### src/wiscIsaPkg.sv
`default_nettype none

package wiscIsaPkg;

   localparam int NUM_REGS = 8;

   typedef logic [15:0] wiscWord_t;
   typedef logic [2:0]  wiscRegIdx_t;
   typedef logic [4:0]  wiscOpcode_t;    // Instruction bits 15 to 11
   typedef logic [1:0]  wiscFunct_t;     // R-format bits 1 to 0
   typedef logic [4:0]  wiscImm5_t;
   typedef logic [7:0]  wiscImm8_t;
   typedef logic [3:0]  wiscShamt_t;

   typedef enum logic [3:0] {
      ALU_RLL  = 4'b0000,
      ALU_SLL  = 4'b0001,
      ALU_SRA  = 4'b0010,
      ALU_SRL  = 4'b0011,
      ALU_ADD  = 4'b0100,
      ALU_AND  = 4'b0101,
      ALU_OR   = 4'b0110,
      ALU_XOR  = 4'b0111,
      ALU_SLBI = 4'b1000,
      ALU_BTR  = 4'b1001,
      ALU_RRL  = 4'b1010
   } aluOp_t;

   localparam wiscOpcode_t OP_ADDI  = 5'b01000;
   localparam wiscOpcode_t OP_SUBI  = 5'b01001;
   localparam wiscOpcode_t OP_XORI  = 5'b01010;
   localparam wiscOpcode_t OP_ANDNI = 5'b01011;
   localparam wiscOpcode_t OP_ROLI  = 5'b10100;
   localparam wiscOpcode_t OP_SLLI  = 5'b10101;
   localparam wiscOpcode_t OP_RORI  = 5'b10110;
   localparam wiscOpcode_t OP_SRLI  = 5'b10111;
   localparam wiscOpcode_t OP_SLBI  = 5'b10010;
   localparam wiscOpcode_t OP_BTR   = 5'b11001;
   localparam wiscOpcode_t OP_ALU   = 5'b11011;    // ADD SUB XOR ANDN
   localparam wiscOpcode_t OP_SHIFT = 5'b11010;    // ROL SLL ROR SRL

   localparam wiscFunct_t FN_ADD  = 2'b00;
   localparam wiscFunct_t FN_SUB  = 2'b01;
   localparam wiscFunct_t FN_XOR  = 2'b10;
   localparam wiscFunct_t FN_ANDN = 2'b11;
   localparam wiscFunct_t FN_ROL  = 2'b00;
   localparam wiscFunct_t FN_SLL  = 2'b01;
   localparam wiscFunct_t FN_ROR  = 2'b10;
   localparam wiscFunct_t FN_SRL  = 2'b11;

endpackage

`default_nettype wire

### src/wiscBusPkg.sv
`default_nettype none

package wiscBusPkg;

   import wiscIsaPkg::*;

   typedef logic [3:0] wbAddr_t;    // Word address

   typedef struct packed {
      logic      cyc;
      logic      stb;
      logic      we;
      wbAddr_t   adr;
      wiscWord_t dat_w;
   } wbReq_t;

   typedef struct packed {
      logic      ack;
      wiscWord_t dat_r;
   } wbRsp_t;

   typedef struct packed {
      logic      instrValid;    // One-cycle launch pulse
      wiscWord_t instr;
   } execReq_t;

   typedef struct packed {
      logic [7:0] instrCount;      // Legal instructions run
      logic [6:0] illegalCount;
      logic       lastIllegal;     // Set by the most recent instruction
   } status_t;

   // Registers sit at addresses 0 to NUM_REGS-1
   localparam wbAddr_t ADR_INSTR  = 4'd8;
   localparam wbAddr_t ADR_STATUS = 4'd9;

endpackage

`default_nettype wire

### src/wbHostPort.sv
`timescale 1ns/100ps
`default_nettype none

module wbHostPort
   import wiscIsaPkg::*, wiscBusPkg::*;
(
   input  logic        clk,
   input  logic        rstN,
   input  wbReq_t      wbReq,
   input  logic        done,
   input  status_t     status,
   input  wiscWord_t   hostRdData,
   output wbRsp_t      wbRsp,
   output execReq_t    execReq,
   output logic        hostWe,
   output wiscRegIdx_t hostIdx,
   output wiscWord_t   hostData
);

   typedef enum logic [1:0] {
      IDLE,
      EXEC,
      ACK
   } state_t;

   state_t    state;
   logic      accept;
   logic      isReg;
   logic      instrWrite;
   logic      instrValidQ;
   wiscWord_t instrQ;
   wiscWord_t rdMux;
   wiscWord_t datR;

   assign accept     = (state == IDLE) && wbReq.cyc && wbReq.stb;
   assign isReg      = wbReq.adr < wbAddr_t'(NUM_REGS);
   assign instrWrite = wbReq.we && (wbReq.adr == ADR_INSTR);

   // Host writes land on the accepting edge
   assign hostIdx  = wbReq.adr[2:0];
   assign hostData = wbReq.dat_w;
   assign hostWe   = accept && wbReq.we && isReg;

   always_comb
   begin
      if (isReg)
         rdMux = hostRdData;
      else if (wbReq.adr == ADR_STATUS)
         rdMux = status;
      else
         rdMux = '0;    // Instruction word is write only
   end

   always_ff @(posedge clk)
   begin
      if (!rstN)
      begin
         state       <= IDLE;
         instrValidQ <= 1'b0;
      end
      else
      begin
         instrValidQ <= accept && instrWrite;
         case (state)
            IDLE:    if (accept) state <= instrWrite ? EXEC : ACK;
            EXEC:    if (done) state <= ACK;    // Writeback lands on this edge
            ACK:     state <= IDLE;
            default: state <= IDLE;
         endcase
      end
   end

   always_ff @(posedge clk)
   begin
      if (accept)
      begin
         datR   <= wbReq.we ? '0 : rdMux;
         instrQ <= wbReq.dat_w;
      end
   end

   assign execReq = '{instrValid: instrValidQ, instr: instrQ};
   assign wbRsp   = '{ack: (state == ACK), dat_r: datR};

   // The master holds its request until the ack
   ackNeedsReq: assert property (@(posedge clk) disable iff (!rstN)
      wbRsp.ack |-> (wbReq.cyc && wbReq.stb));

endmodule

`default_nettype wire

### src/aluOpDecode.sv
`timescale 1ns/100ps
`default_nettype none

module aluOpDecode
   import wiscIsaPkg::*;
(
   input  wiscWord_t instruction,
   output aluOp_t    aluOp
);

   wiscOpcode_t opcode;
   wiscFunct_t  funct;

   assign opcode = instruction[15:11];
   assign funct  = instruction[1:0];

   always_comb
   begin
      aluOp = ALU_RLL;
      case (opcode)
         OP_ADDI:  aluOp = ALU_ADD;
         OP_SUBI:  aluOp = ALU_ADD;    // Core inverts Rs
         OP_XORI:  aluOp = ALU_XOR;
         OP_ANDNI: aluOp = ALU_AND;    // Core inverts the immediate
         OP_ROLI:  aluOp = ALU_RLL;
         OP_SLLI:  aluOp = ALU_SLL;
         OP_RORI:  aluOp = ALU_RRL;
         OP_SRLI:  aluOp = ALU_SRL;
         OP_SLBI:  aluOp = ALU_SLBI;
         OP_BTR:   aluOp = ALU_BTR;
         OP_ALU:
         begin
            case (funct)
               FN_ADD:  aluOp = ALU_ADD;
               FN_SUB:  aluOp = ALU_ADD;
               FN_XOR:  aluOp = ALU_XOR;
               FN_ANDN: aluOp = ALU_AND;
               default: aluOp = ALU_ADD;
            endcase
         end
         OP_SHIFT:
         begin
            case (funct)
               FN_ROL:  aluOp = ALU_RLL;
               FN_SLL:  aluOp = ALU_SLL;
               FN_ROR:  aluOp = ALU_RRL;
               FN_SRL:  aluOp = ALU_SRL;
               default: aluOp = ALU_RLL;
            endcase
         end
         default:  aluOp = ALU_RLL;    // Unsupported groups
      endcase
   end

endmodule

`default_nettype wire

### src/wiscAlu.sv
`timescale 1ns/100ps
`default_nettype none

module wiscAlu
   import wiscIsaPkg::*;
(
   input  aluOp_t    aluOp,
   input  wiscWord_t a,
   input  wiscWord_t b,
   input  logic      cin,
   output wiscWord_t result
);

   wiscShamt_t  shamt;
   logic [31:0] dblWord;
   logic [31:0] rolWide;
   logic [31:0] rorWide;
   wiscWord_t   sum;
   wiscWord_t   reversed;

   assign shamt   = b[3:0];
   assign dblWord = {a, a};

   // Rotates come out of the low half of the doubled word
   assign rolWide = dblWord >> (5'd16 - {1'b0, shamt});
   assign rorWide = dblWord >> shamt;

   assign sum      = a + b + wiscWord_t'(cin);
   assign reversed = {<<{a}};

   always_comb
   begin
      case (aluOp)
         ALU_RLL:  result = rolWide[15:0];
         ALU_SLL:  result = a << shamt;
         ALU_SRA:  result = $signed(a) >>> shamt;
         ALU_SRL:  result = a >> shamt;
         ALU_ADD:  result = sum;
         ALU_AND:  result = a & b;
         ALU_OR:   result = a | b;
         ALU_XOR:  result = a ^ b;
         ALU_SLBI: result = {a[7:0], b[7:0]};    // Low byte of b merged in
         ALU_BTR:  result = reversed;
         ALU_RRL:  result = rorWide[15:0];
         default:  result = '0;
      endcase
   end

endmodule

`default_nettype wire

### src/wiscExecCore.sv
`timescale 1ns/100ps
`default_nettype none

module wiscExecCore
   import wiscIsaPkg::*, wiscBusPkg::*;
(
   input  logic        clk,
   input  logic        rstN,
   input  execReq_t    execReq,
   input  wiscWord_t   rdDataA,
   input  wiscWord_t   rdDataB,
   output wiscRegIdx_t rdIdxA,
   output wiscRegIdx_t rdIdxB,
   output logic        wbEn,
   output wiscRegIdx_t wbIdx,
   output wiscWord_t   wbData,
   output logic        done,
   output status_t     status
);

   wiscWord_t   instr;
   wiscOpcode_t opcode;
   wiscFunct_t  funct;
   wiscImm5_t   imm5;
   wiscImm8_t   imm8;
   wiscWord_t   immExt;
   wiscWord_t   opB;
   wiscWord_t   aluA;
   wiscWord_t   aluB;
   wiscWord_t   aluResult;
   wiscRegIdx_t dstIdx;
   aluOp_t      aluOp;
   logic        isRType;
   logic        legal;
   logic        invA;
   logic        invB;

   assign instr  = execReq.instr;
   assign opcode = instr[15:11];
   assign funct  = instr[1:0];
   assign imm5   = instr[4:0];
   assign imm8   = instr[7:0];
   assign rdIdxA = instr[10:8];    // Rs
   assign rdIdxB = instr[7:5];     // Rt

   always_comb
   begin
      legal   = 1'b1;
      isRType = 1'b0;
      immExt  = wiscWord_t'(imm5);
      dstIdx  = instr[7:5];
      case (opcode)
         OP_ADDI, OP_SUBI:
            immExt = {{11{imm5[4]}}, imm5};
         OP_XORI, OP_ANDNI, OP_ROLI, OP_SLLI, OP_RORI, OP_SRLI:
            immExt = wiscWord_t'(imm5);
         OP_SLBI:
         begin
            immExt = wiscWord_t'(imm8);
            dstIdx = instr[10:8];    // Rs is also the destination
         end
         OP_BTR, OP_ALU, OP_SHIFT:
         begin
            isRType = 1'b1;
            dstIdx  = instr[4:2];
         end
         default:
            legal = 1'b0;
      endcase
   end

   // SUBI and SUB take the two's complement of Rs
   assign invA = (opcode == OP_SUBI) || ((opcode == OP_ALU) && (funct == FN_SUB));
   assign invB = (opcode == OP_ANDNI) || ((opcode == OP_ALU) && (funct == FN_ANDN));

   assign opB  = isRType ? rdDataB : immExt;
   assign aluA = invA ? ~rdDataA : rdDataA;
   assign aluB = invB ? ~opB : opB;

   aluOpDecode decode (
      .instruction(instr),
      .aluOp      (aluOp)
   );

   wiscAlu alu (
      .aluOp (aluOp),
      .a     (aluA),
      .b     (aluB),
      .cin   (invA),
      .result(aluResult)
   );

   always_ff @(posedge clk)
   begin
      if (!rstN)
      begin
         wbEn   <= 1'b0;
         done   <= 1'b0;
         status <= '0;
      end
      else
      begin
         wbEn <= execReq.instrValid && legal;
         done <= execReq.instrValid;
         if (execReq.instrValid)
         begin
            if (legal)
               status.instrCount <= status.instrCount + 1'b1;
            else
               status.illegalCount <= status.illegalCount + 1'b1;
            status.lastIllegal <= !legal;
         end
      end
   end

   always_ff @(posedge clk)
   begin
      if (execReq.instrValid)
      begin
         wbIdx  <= dstIdx;
         wbData <= aluResult;
      end
   end

   // Host port launches only after the previous writeback retired
   noLaunchDuringWb: assert property (@(posedge clk) disable iff (!rstN)
      execReq.instrValid |-> !wbEn);

endmodule

`default_nettype wire

### src/wiscRegFile.sv
`timescale 1ns/100ps
`default_nettype none

module wiscRegFile
   import wiscIsaPkg::*;
(
   input  logic        clk,
   input  logic        rstN,
   input  wiscRegIdx_t rdIdxA,
   input  wiscRegIdx_t rdIdxB,
   input  wiscRegIdx_t hostIdx,
   input  logic        wbEn,
   input  logic        hostWe,
   input  wiscRegIdx_t wbIdx,
   input  wiscWord_t   wbData,
   input  wiscWord_t   hostData,
   output wiscWord_t   rdDataA,
   output wiscWord_t   rdDataB,
   output wiscWord_t   hostRdData
);

   wiscWord_t regs [NUM_REGS];

   always_ff @(posedge clk)
   begin
      if (!rstN)
         regs <= '{default: '0};
      else if (wbEn)
         regs[wbIdx] <= wbData;       // Writeback from the core
      else if (hostWe)
         regs[hostIdx] <= hostData;
   end

   assign rdDataA    = regs[rdIdxA];
   assign rdDataB    = regs[rdIdxB];
   assign hostRdData = regs[hostIdx];

   // Host accesses and instruction writebacks are serialized by the bus port
   oneWriter: assert property (@(posedge clk) disable iff (!rstN)
      !(wbEn && hostWe));

endmodule

`default_nettype wire

### src/wiscExecTop.sv
`timescale 1ns/100ps
`default_nettype none

module wiscExecTop
   import wiscIsaPkg::*, wiscBusPkg::*;
(
   input  logic   clk,
   input  logic   rstN,
   input  wbReq_t wbReq,
   output wbRsp_t wbRsp
);

   execReq_t    execReq;
   status_t     status;
   logic        done;
   logic        wbEn;
   logic        hostWe;
   wiscRegIdx_t rdIdxA;
   wiscRegIdx_t rdIdxB;
   wiscRegIdx_t wbIdx;
   wiscRegIdx_t hostIdx;
   wiscWord_t   rdDataA;
   wiscWord_t   rdDataB;
   wiscWord_t   wbData;
   wiscWord_t   hostData;
   wiscWord_t   hostRdData;

   wbHostPort hostPort (
      .clk       (clk),
      .rstN      (rstN),
      .wbReq     (wbReq),
      .done      (done),
      .status    (status),
      .hostRdData(hostRdData),
      .wbRsp     (wbRsp),
      .execReq   (execReq),
      .hostWe    (hostWe),
      .hostIdx   (hostIdx),
      .hostData  (hostData)
   );

   wiscExecCore core (
      .clk    (clk),
      .rstN   (rstN),
      .execReq(execReq),
      .rdDataA(rdDataA),
      .rdDataB(rdDataB),
      .rdIdxA (rdIdxA),
      .rdIdxB (rdIdxB),
      .wbEn   (wbEn),
      .wbIdx  (wbIdx),
      .wbData (wbData),
      .done   (done),
      .status (status)
   );

   wiscRegFile regFile (
      .clk       (clk),
      .rstN      (rstN),
      .rdIdxA    (rdIdxA),
      .rdIdxB    (rdIdxB),
      .hostIdx   (hostIdx),
      .wbEn      (wbEn),
      .hostWe    (hostWe),
      .wbIdx     (wbIdx),
      .wbData    (wbData),
      .hostData  (hostData),
      .rdDataA   (rdDataA),
      .rdDataB   (rdDataB),
      .hostRdData(hostRdData)
   );

endmodule

`default_nettype wire

### config.mk
export PLATFORM = sky130hd
export DESIGN_NAME = wiscExecTop
export DESIGN_NICKNAME = d
export VERILOG_FILES = /design/src/wiscIsaPkg.sv /design/src/wiscBusPkg.sv /design/src/wbHostPort.sv /design/src/aluOpDecode.sv /design/src/wiscAlu.sv /design/src/wiscExecCore.sv /design/src/wiscRegFile.sv /design/src/wiscExecTop.sv
export SDC_FILE = /design/constraint.sdc
export NUM_CORES = 1
export LEC_CHECK = 0
export BUFFER_PORTS_ARGS = -buffer_cell sky130_fd_sc_hd__buf_2
export CORE_MARGIN = 4
export CORE_UTILIZATION = 55
export CTS_BUF_LIST = sky130_fd_sc_hd__clkbuf_8
export DETAILED_ROUTE_END_ITERATION = 10
export GPL_TIMING_DRIVEN = 1
export PLACE_DENSITY_LB_ADDON = 0.15
export REMOVE_ABC_BUFFERS = 1
export SYNTH_ARGS = -nofsm -noshare
export SYNTH_HDL_FRONTEND = slang
export SYNTH_SLANG_ARGS = --single-unit
### constraint.sdc
create_clock -name clk -period 6.4 [get_ports clk]
set_input_delay 0.64 -clock clk [delete_from_list [all_inputs] [get_ports clk]]
set_output_delay 0.64 -clock clk [all_outputs]
set_load 0.02 [all_outputs]
# Yosys cells after proc, flatten, opt, wreduce, memory -nomap -nowiden
# Cells that the tools add are included.
[word_totals]
register_bits = 200
input_bits = 25
word_cells = 136
out_inout_bits = 17
[op_classes]
reduce_logical = 25
addsub = 5
n_mux = 34
shifts = 5
n_lt_le_gt_ge = 7
bitwise_logic = 10
n_eq_ne = 31
[ops]
columns = ["op", "n"]
rows = [
  ["bitwise mux 128 bit", 2],
  ["two-way mux 128 bit", 2],
  ["two-way mux 16 bit", 13],
  ["one-hot mux 16 bit (11 select lines)", 1],
  ["binary-select mux 16 bit (select 3 bit)", 3],
  ["demux 16 bit (select 3 bit)", 2],
  ["equality test 5 bit (second input constant)", 8],
  ["one-hot mux 4 bit (10 select lines)", 1],
  ["NOT 16 bit", 2],
  ["one-hot mux 16 bit (2 select lines)", 1],
  ["right shift 32 x 4 -> 16 bit", 1],
  ["right shift 32 x 5 -> 16 bit", 1],
  ["equality test 4 bit (second input constant)", 5],
  ["equality test 5 x 4 -> 1 bit (second input constant)", 4],
  ["adder 16 x 1 -> 16 bit", 1],
  ["adder 16 bit", 1],
  ["AND 16 bit", 1],
  ["equality test 4 x 3 -> 1 bit (second input constant)", 4],
  [">= comparator 4 bit (second input constant)", 4],
  ["NOT 3 -> 4 bit", 4],
  ["OR 16 bit", 1],
  ["one-hot mux 4 bit (4 select lines)", 1],
  ["<< shifter 16 x 4 -> 16 bit", 1],
  ["right shift 16 x 4 -> 16 bit", 1],
  ["other kinds (28)", 52],
]

# Longest topological paths before layout
[depth]
depth_word = 10
ltp_mapped = 22

# Hierarchy
# Synthesis repeated with hierarchy kept, for this count alone.
[unflattened]
cells_unflattened = 1978
hier_area_um2 = 18139.9
[modules_own_cells]
columns = ["mod", "cells_each", "instances", "area_per_inst_um2"]
rows = [
  ["wiscRegFile", 1012, 1, 9723.1],
  ["wiscAlu", 659, 1, 4820.9],
  ["wiscExecCore", 201, 1, 2013.2],
  ["wbHostPort", 86, 1, 1443.9],
  ["aluOpDecode", 20, 1, 138.9],
]

# Worst setup path after synthesis
# No wires, ideal clock.
[synth_timing]
kind = "reg2reg"
start = "reg hostPort.instrQ[5]"
end = "reg core.wbData[14] (data pin)"
t_arrival_ns = 4.721
stages_incl_launch_ff = 21
path_buffers = 3
slack_ns = 1.420
setup_time_ns = 0.259
synth_period_minus_slack_ns = 4.980
cell_sequence = "edfxtp_1 > mux4_1 > mux2i_1 > a211oi_1 > or2_1 > clkbuf_1 > inv_2 > buf_2 > buf_2 > o21ai_0 > fa_1 > a21o_1 > a21o_1 > a211o_1 > a221o_1 > a21oi_1 > o21bai_1 > a21boi_0 > o21bai_1 > xor2_1 > a211o_1"
[synth_between]
elab_chain_cells = 10
word_cells_on_any_way = 20
[synth_lines]
columns = ["item", "line_no", "rtl"]
rows = [
  ["start: declaration", "wbHostPort.sv:31", "wiscWord_t instrQ;"],
  ["start signal: assignment", "wbHostPort.sv:78", "instrQ <= wbReq.dat_w;"],
  ["NOT 3 -> 4 bit (not written as such)", "wiscRegFile.sv:35", "assign rdDataB = regs[rdIdxB];"],
  ["binary-select mux 16 bit (select 3 bit)", "wiscRegFile.sv:35", ""],
  ["two-way mux 16 bit (not written as such) (2 in a row)", "wiscRegFile.sv:35", ""],
  ["two-way mux 16 bit *", "wiscExecCore.sv:76", "assign opB = isRType ? rdDataB : immExt;"],
  ["NOT 16 bit", "wiscExecCore.sv:78", "assign aluB = invB ? ~opB : opB;"],
  ["two-way mux 16 bit *", "wiscExecCore.sv:78", ""],
  ["adder 16 bit or subtractor 5 x 4 -> 5 bit (tied branches)", "wiscAlu.sv:28, wiscAlu.sv:25", ""],
  ["adder 16 x 1 -> 16 bit or right shift 32 x 5 -> 16 bit (tied branches)", "wiscAlu.sv:28, wiscAlu.sv:25", ""],
  ["one-hot mux 16 bit (11 select lines) *", "wiscAlu.sv:33", "case (aluOp)"],
  ["end signal: assignment", "wiscExecCore.sv:121", "wbData <= aluResult;"],
  ["end: declaration", "wiscExecCore.sv:16", "output wiscWord_t wbData,"],
]
# Every way passes the cells marked *; elsewhere a longest branch is shown, timed or not. The select of a mux whose other input is x is not followed.
# A chain may end at the register's enable or synchronous reset.

# Final worst setup path
[layout_timing]
start = "reg hostPort.instrQ[14]"
end = "reg core.wbData[14] (data pin)"
[layout_between]
elab_chain_cells = 9
word_cells_on_any_way = 47
[layout_lines]
columns = ["item", "line_no", "rtl"]
rows = [
  ["equality test 5 x 4 -> 1 bit, or another cell as far along", "aluOpDecode.sv:20, wiscExecCore.sv:52", ""],
  ["OR reduction 2 bit (no line) or OR reduction 3 bit (tied branches)", "-", ""],
  ["one-hot mux 16 bit (2 select lines) or two-way mux 1 bit (tied branches)", "wiscExecCore.sv:52", "case (opcode)"],
  ["two-way mux 16 bit", "wiscExecCore.sv:76", ""],
  ["NOT 16 bit", "wiscExecCore.sv:78", ""],
  ["two-way mux 16 bit", "wiscExecCore.sv:78", ""],
  ["adder 16 bit or subtractor 5 x 4 -> 5 bit (tied branches)", "wiscAlu.sv:28, wiscAlu.sv:25", ""],
  ["adder 16 x 1 -> 16 bit or right shift 32 x 5 -> 16 bit (tied branches)", "wiscAlu.sv:28, wiscAlu.sv:25", ""],
  ["one-hot mux 16 bit (11 select lines) *", "wiscAlu.sv:33", ""],
]
# Every way passes the cells marked *; elsewhere a longest branch is shown, timed or not.

==> reports/metrics.yaml <==
rows: 62
path_clk_slew_ns: 0.11
drt_pass1_iterations: 8
cap_viol_max_count: 0
power_uw: 2940
fin_nets: 1741
hold_viol: 0
cts_made_buffers: 17
cp.arrival_ns: 5.75
viasPerCell: 7.38
num_vias: 15444
synth_edf_count: 51
drc: 0
slew_headroom_pct: 15.6
die_w_microns: 178
skew_ns: 0.0169
final_common_cell: "nand2_1"
yosysWarnings: 0
synth_seq_cells: 200
tritoncts: "built"
rsz0062_at_grt: "no"
crit_required_ns: 6.66
place_ws_ns: 1.07
grt_max_degree: 92
synth_ff_type: "dfxtp_1"
wl_per_cell_microns: 29.4
htreeDepth: 4
drive_gt1_share_pct: 14.0
multi_input_area_sq_um: 10600
worst_pin_slew_ns: 1.26
syn_avg_cell_area_sq_um: 9.04
ir_drop_v: 0.000118
clockBufferDepth: 2
cts_sinks: 200
min_period_over_period_pct: 85.7
place_inst: 2060
p_leak_uw: 0.00768
fmax_mhz: 182
status: "completed"
cts_hold_buffers: 0
num_io_pins: 42
port_buffers: 41
coreArea_sq_um: 28600
final_cell_mix: "nand2_1, a22oi_1, dfxtp_1"
stdcell_count: 2093
syn-cell-area_sq_um: 15900
crit_fanout: 17
fin_ws_ns: 0.914
yosysUniqueCellTypes: 79
cp-end-kind: "flop"
min_path_type: "flop to flop"
place_congestion: 1.08
antenna_found_initial: 2
grt_first_pass_wirelength_microns: 92000
seq_area_sq_um: 4510
start_util_pct: 55.6
track_usage_pct: 38.6
async_flop_share_pct: 0
ant_nets: 0
setup_viol: 0
maxSlewViolCount: 0
die_y_microns: 178
grt_remaining_overflow: 0
fillers: 2501
fp.dieArea_sq_um: 31700
seq_area_frac_synth_pct: 28.3
cts_resized: 0
finalSetupTns_ns: 0
clk_latency_ns: 0.50
wl_microns: 61600
drtIter0Drc: 2622
grt_pass1_vias: 14302
powerDensity_nw_per_um2: 175
path_class: "flop to flop"
min_period_ns: 5.49
cts_setup_buffers: 0
synth_cells: 1761
cts_root_buf: "clkbuf_8"
cp-start-kind: "flop"
dp_hpwl_microns: 42200
area_growth_syn_to_layout_pct: 5.47
post-route-util_pct: 58.7
==> worst paths after layout <==
| check | from | endpoint | slack (ns) | depth (start not counted) |
|---|---|---|---|---|
| worst max-delay path | hostPort.instrQ[14]$_DFFE_PP_ | core.wbData[14]$_SDFFCE_PN0P_ | 0.91 | 15 |
| worst min-delay path | core.done$_SDFF_PN0_ | hostPort.state[0]$_SDFFE_PN0P_ | 0.48 | 1 |
| worst max register to register | hostPort.instrQ[14]$_DFFE_PP_ | core.wbData[14]$_SDFFCE_PN0P_ | 0.91 | 15 |
| worst min register to register | core.done$_SDFF_PN0_ | hostPort.state[0]$_SDFFE_PN0P_ | 0.48 | 1 |
==> area by class of cell <==
| type | count | share of cell area, % |
|---|---|---|
| Timing Repair Buffer | 104 | 4.05 |
| Tap cell | 384 | 2.86 |
| Clock buffer | 17 | 1.39 |
| Multi-Input combinational cell | 1347 | 63.3 |
| Inverter | 25 | 0.559 |
| Sequential cell | 200 | 26.9 |
| Clock inverter | 15 | 0.976 |
| Antenna cell | 1 | 0.0149 |
==> per-stage QoR <==
stage | instance area, sq um | hold slack (ns)
finish | 16800 | 0.477
global placement | 16400 | 0.454
floorplan | 15100 | 0.434
detailed placement | 16400 | 0.460
global route | 16800 | 0.446
CTS | 16800 | 0.448
==> worst max-delay path, cell delays in order, from the launching register on <==
cell and delay [ns]:
edfxtp_1 0.68, nor2b_1 0.47, o211ai_1 0.61, xnor2_1 0.64
inv_1 0.25, fa_1 0.46, a21o_1 0.19, a21o_1 0.21
a211o_1 0.31, a221o_1 0.29, a21oi_1 0.25, o21bai_1 0.14
a21boi_0 0.20, o21bai_1 0.10, xor2_1 0.14, a211o_1 0.29
==> power breakdown <==
group | leakage (uW) | switching, uW | internal (uW)
Clock | 0.000209 | 515 | 357
Sequential | 0.00167 | 21.9 | 1320
Combinational | 0.00580 | 487 | 246
Total | 0.00768 | 1020 | 1920
==> sequential cells by signal, summed over array words and instances, names as in the netlist <==
name	flops
hostPort.datR	16
hostPort.instrValidQ	1
hostPort.instrQ	16
core.wbIdx	3
core.wbData	16
core.wbEn	1
hostPort.state	2
regFile.regs	128
core.status	16
core.done	1
==> kinds of logic (layout without fill, tap and decap cells) <==
logic type / Yosys count / in the layout / share of synthesized area (%)
muxes: 234 / 234 / 20.3
DFF: 200 / 200 / 28.3
other: 0 / 1 / 0
adders and majority gates: 21 / 21 / 1.70
and+or+nand+nor: 470 / 470 / 13.4
xor gates and xnor gates: 53 / 53 / 3.01
buffers and inverters: 214 / 161 / 5.50
AOI/OAI and AO/OA: 569 / 569 / 27.8
==> Yosys cell counts (all sizes together), types with 19 or more instances <==
library cell	instances	share of area [%]
clkbuf	132	3.3
nand3	19	0.60
a22oi	173	8.2
edfxtp	51	9.6
and2	34	1.3
xnor2	47	2.7
mux4	66	9.4
o211a	130	8.2
nand2	217	5.1
nor3	19	0.60
ha	20	1.6
inv	23	0.54
o21ai	37	1.2
a21oi	75	2.4
mux2i	150	9.7
nor2	111	2.6
buf	57	1.6
dfxtp	149	19
==> routing by layer <==
metal	track usage, %	vias to the layer above	part of all wire [%]
li1	-	6607	-
met1	52.8	7486	39
met2	56.6	1135	42
met3	11.9	212	13
met4	16.5	4	5.1
met5	0	-	0.037
Note: power is estimated with default switching activity, not from simulation.
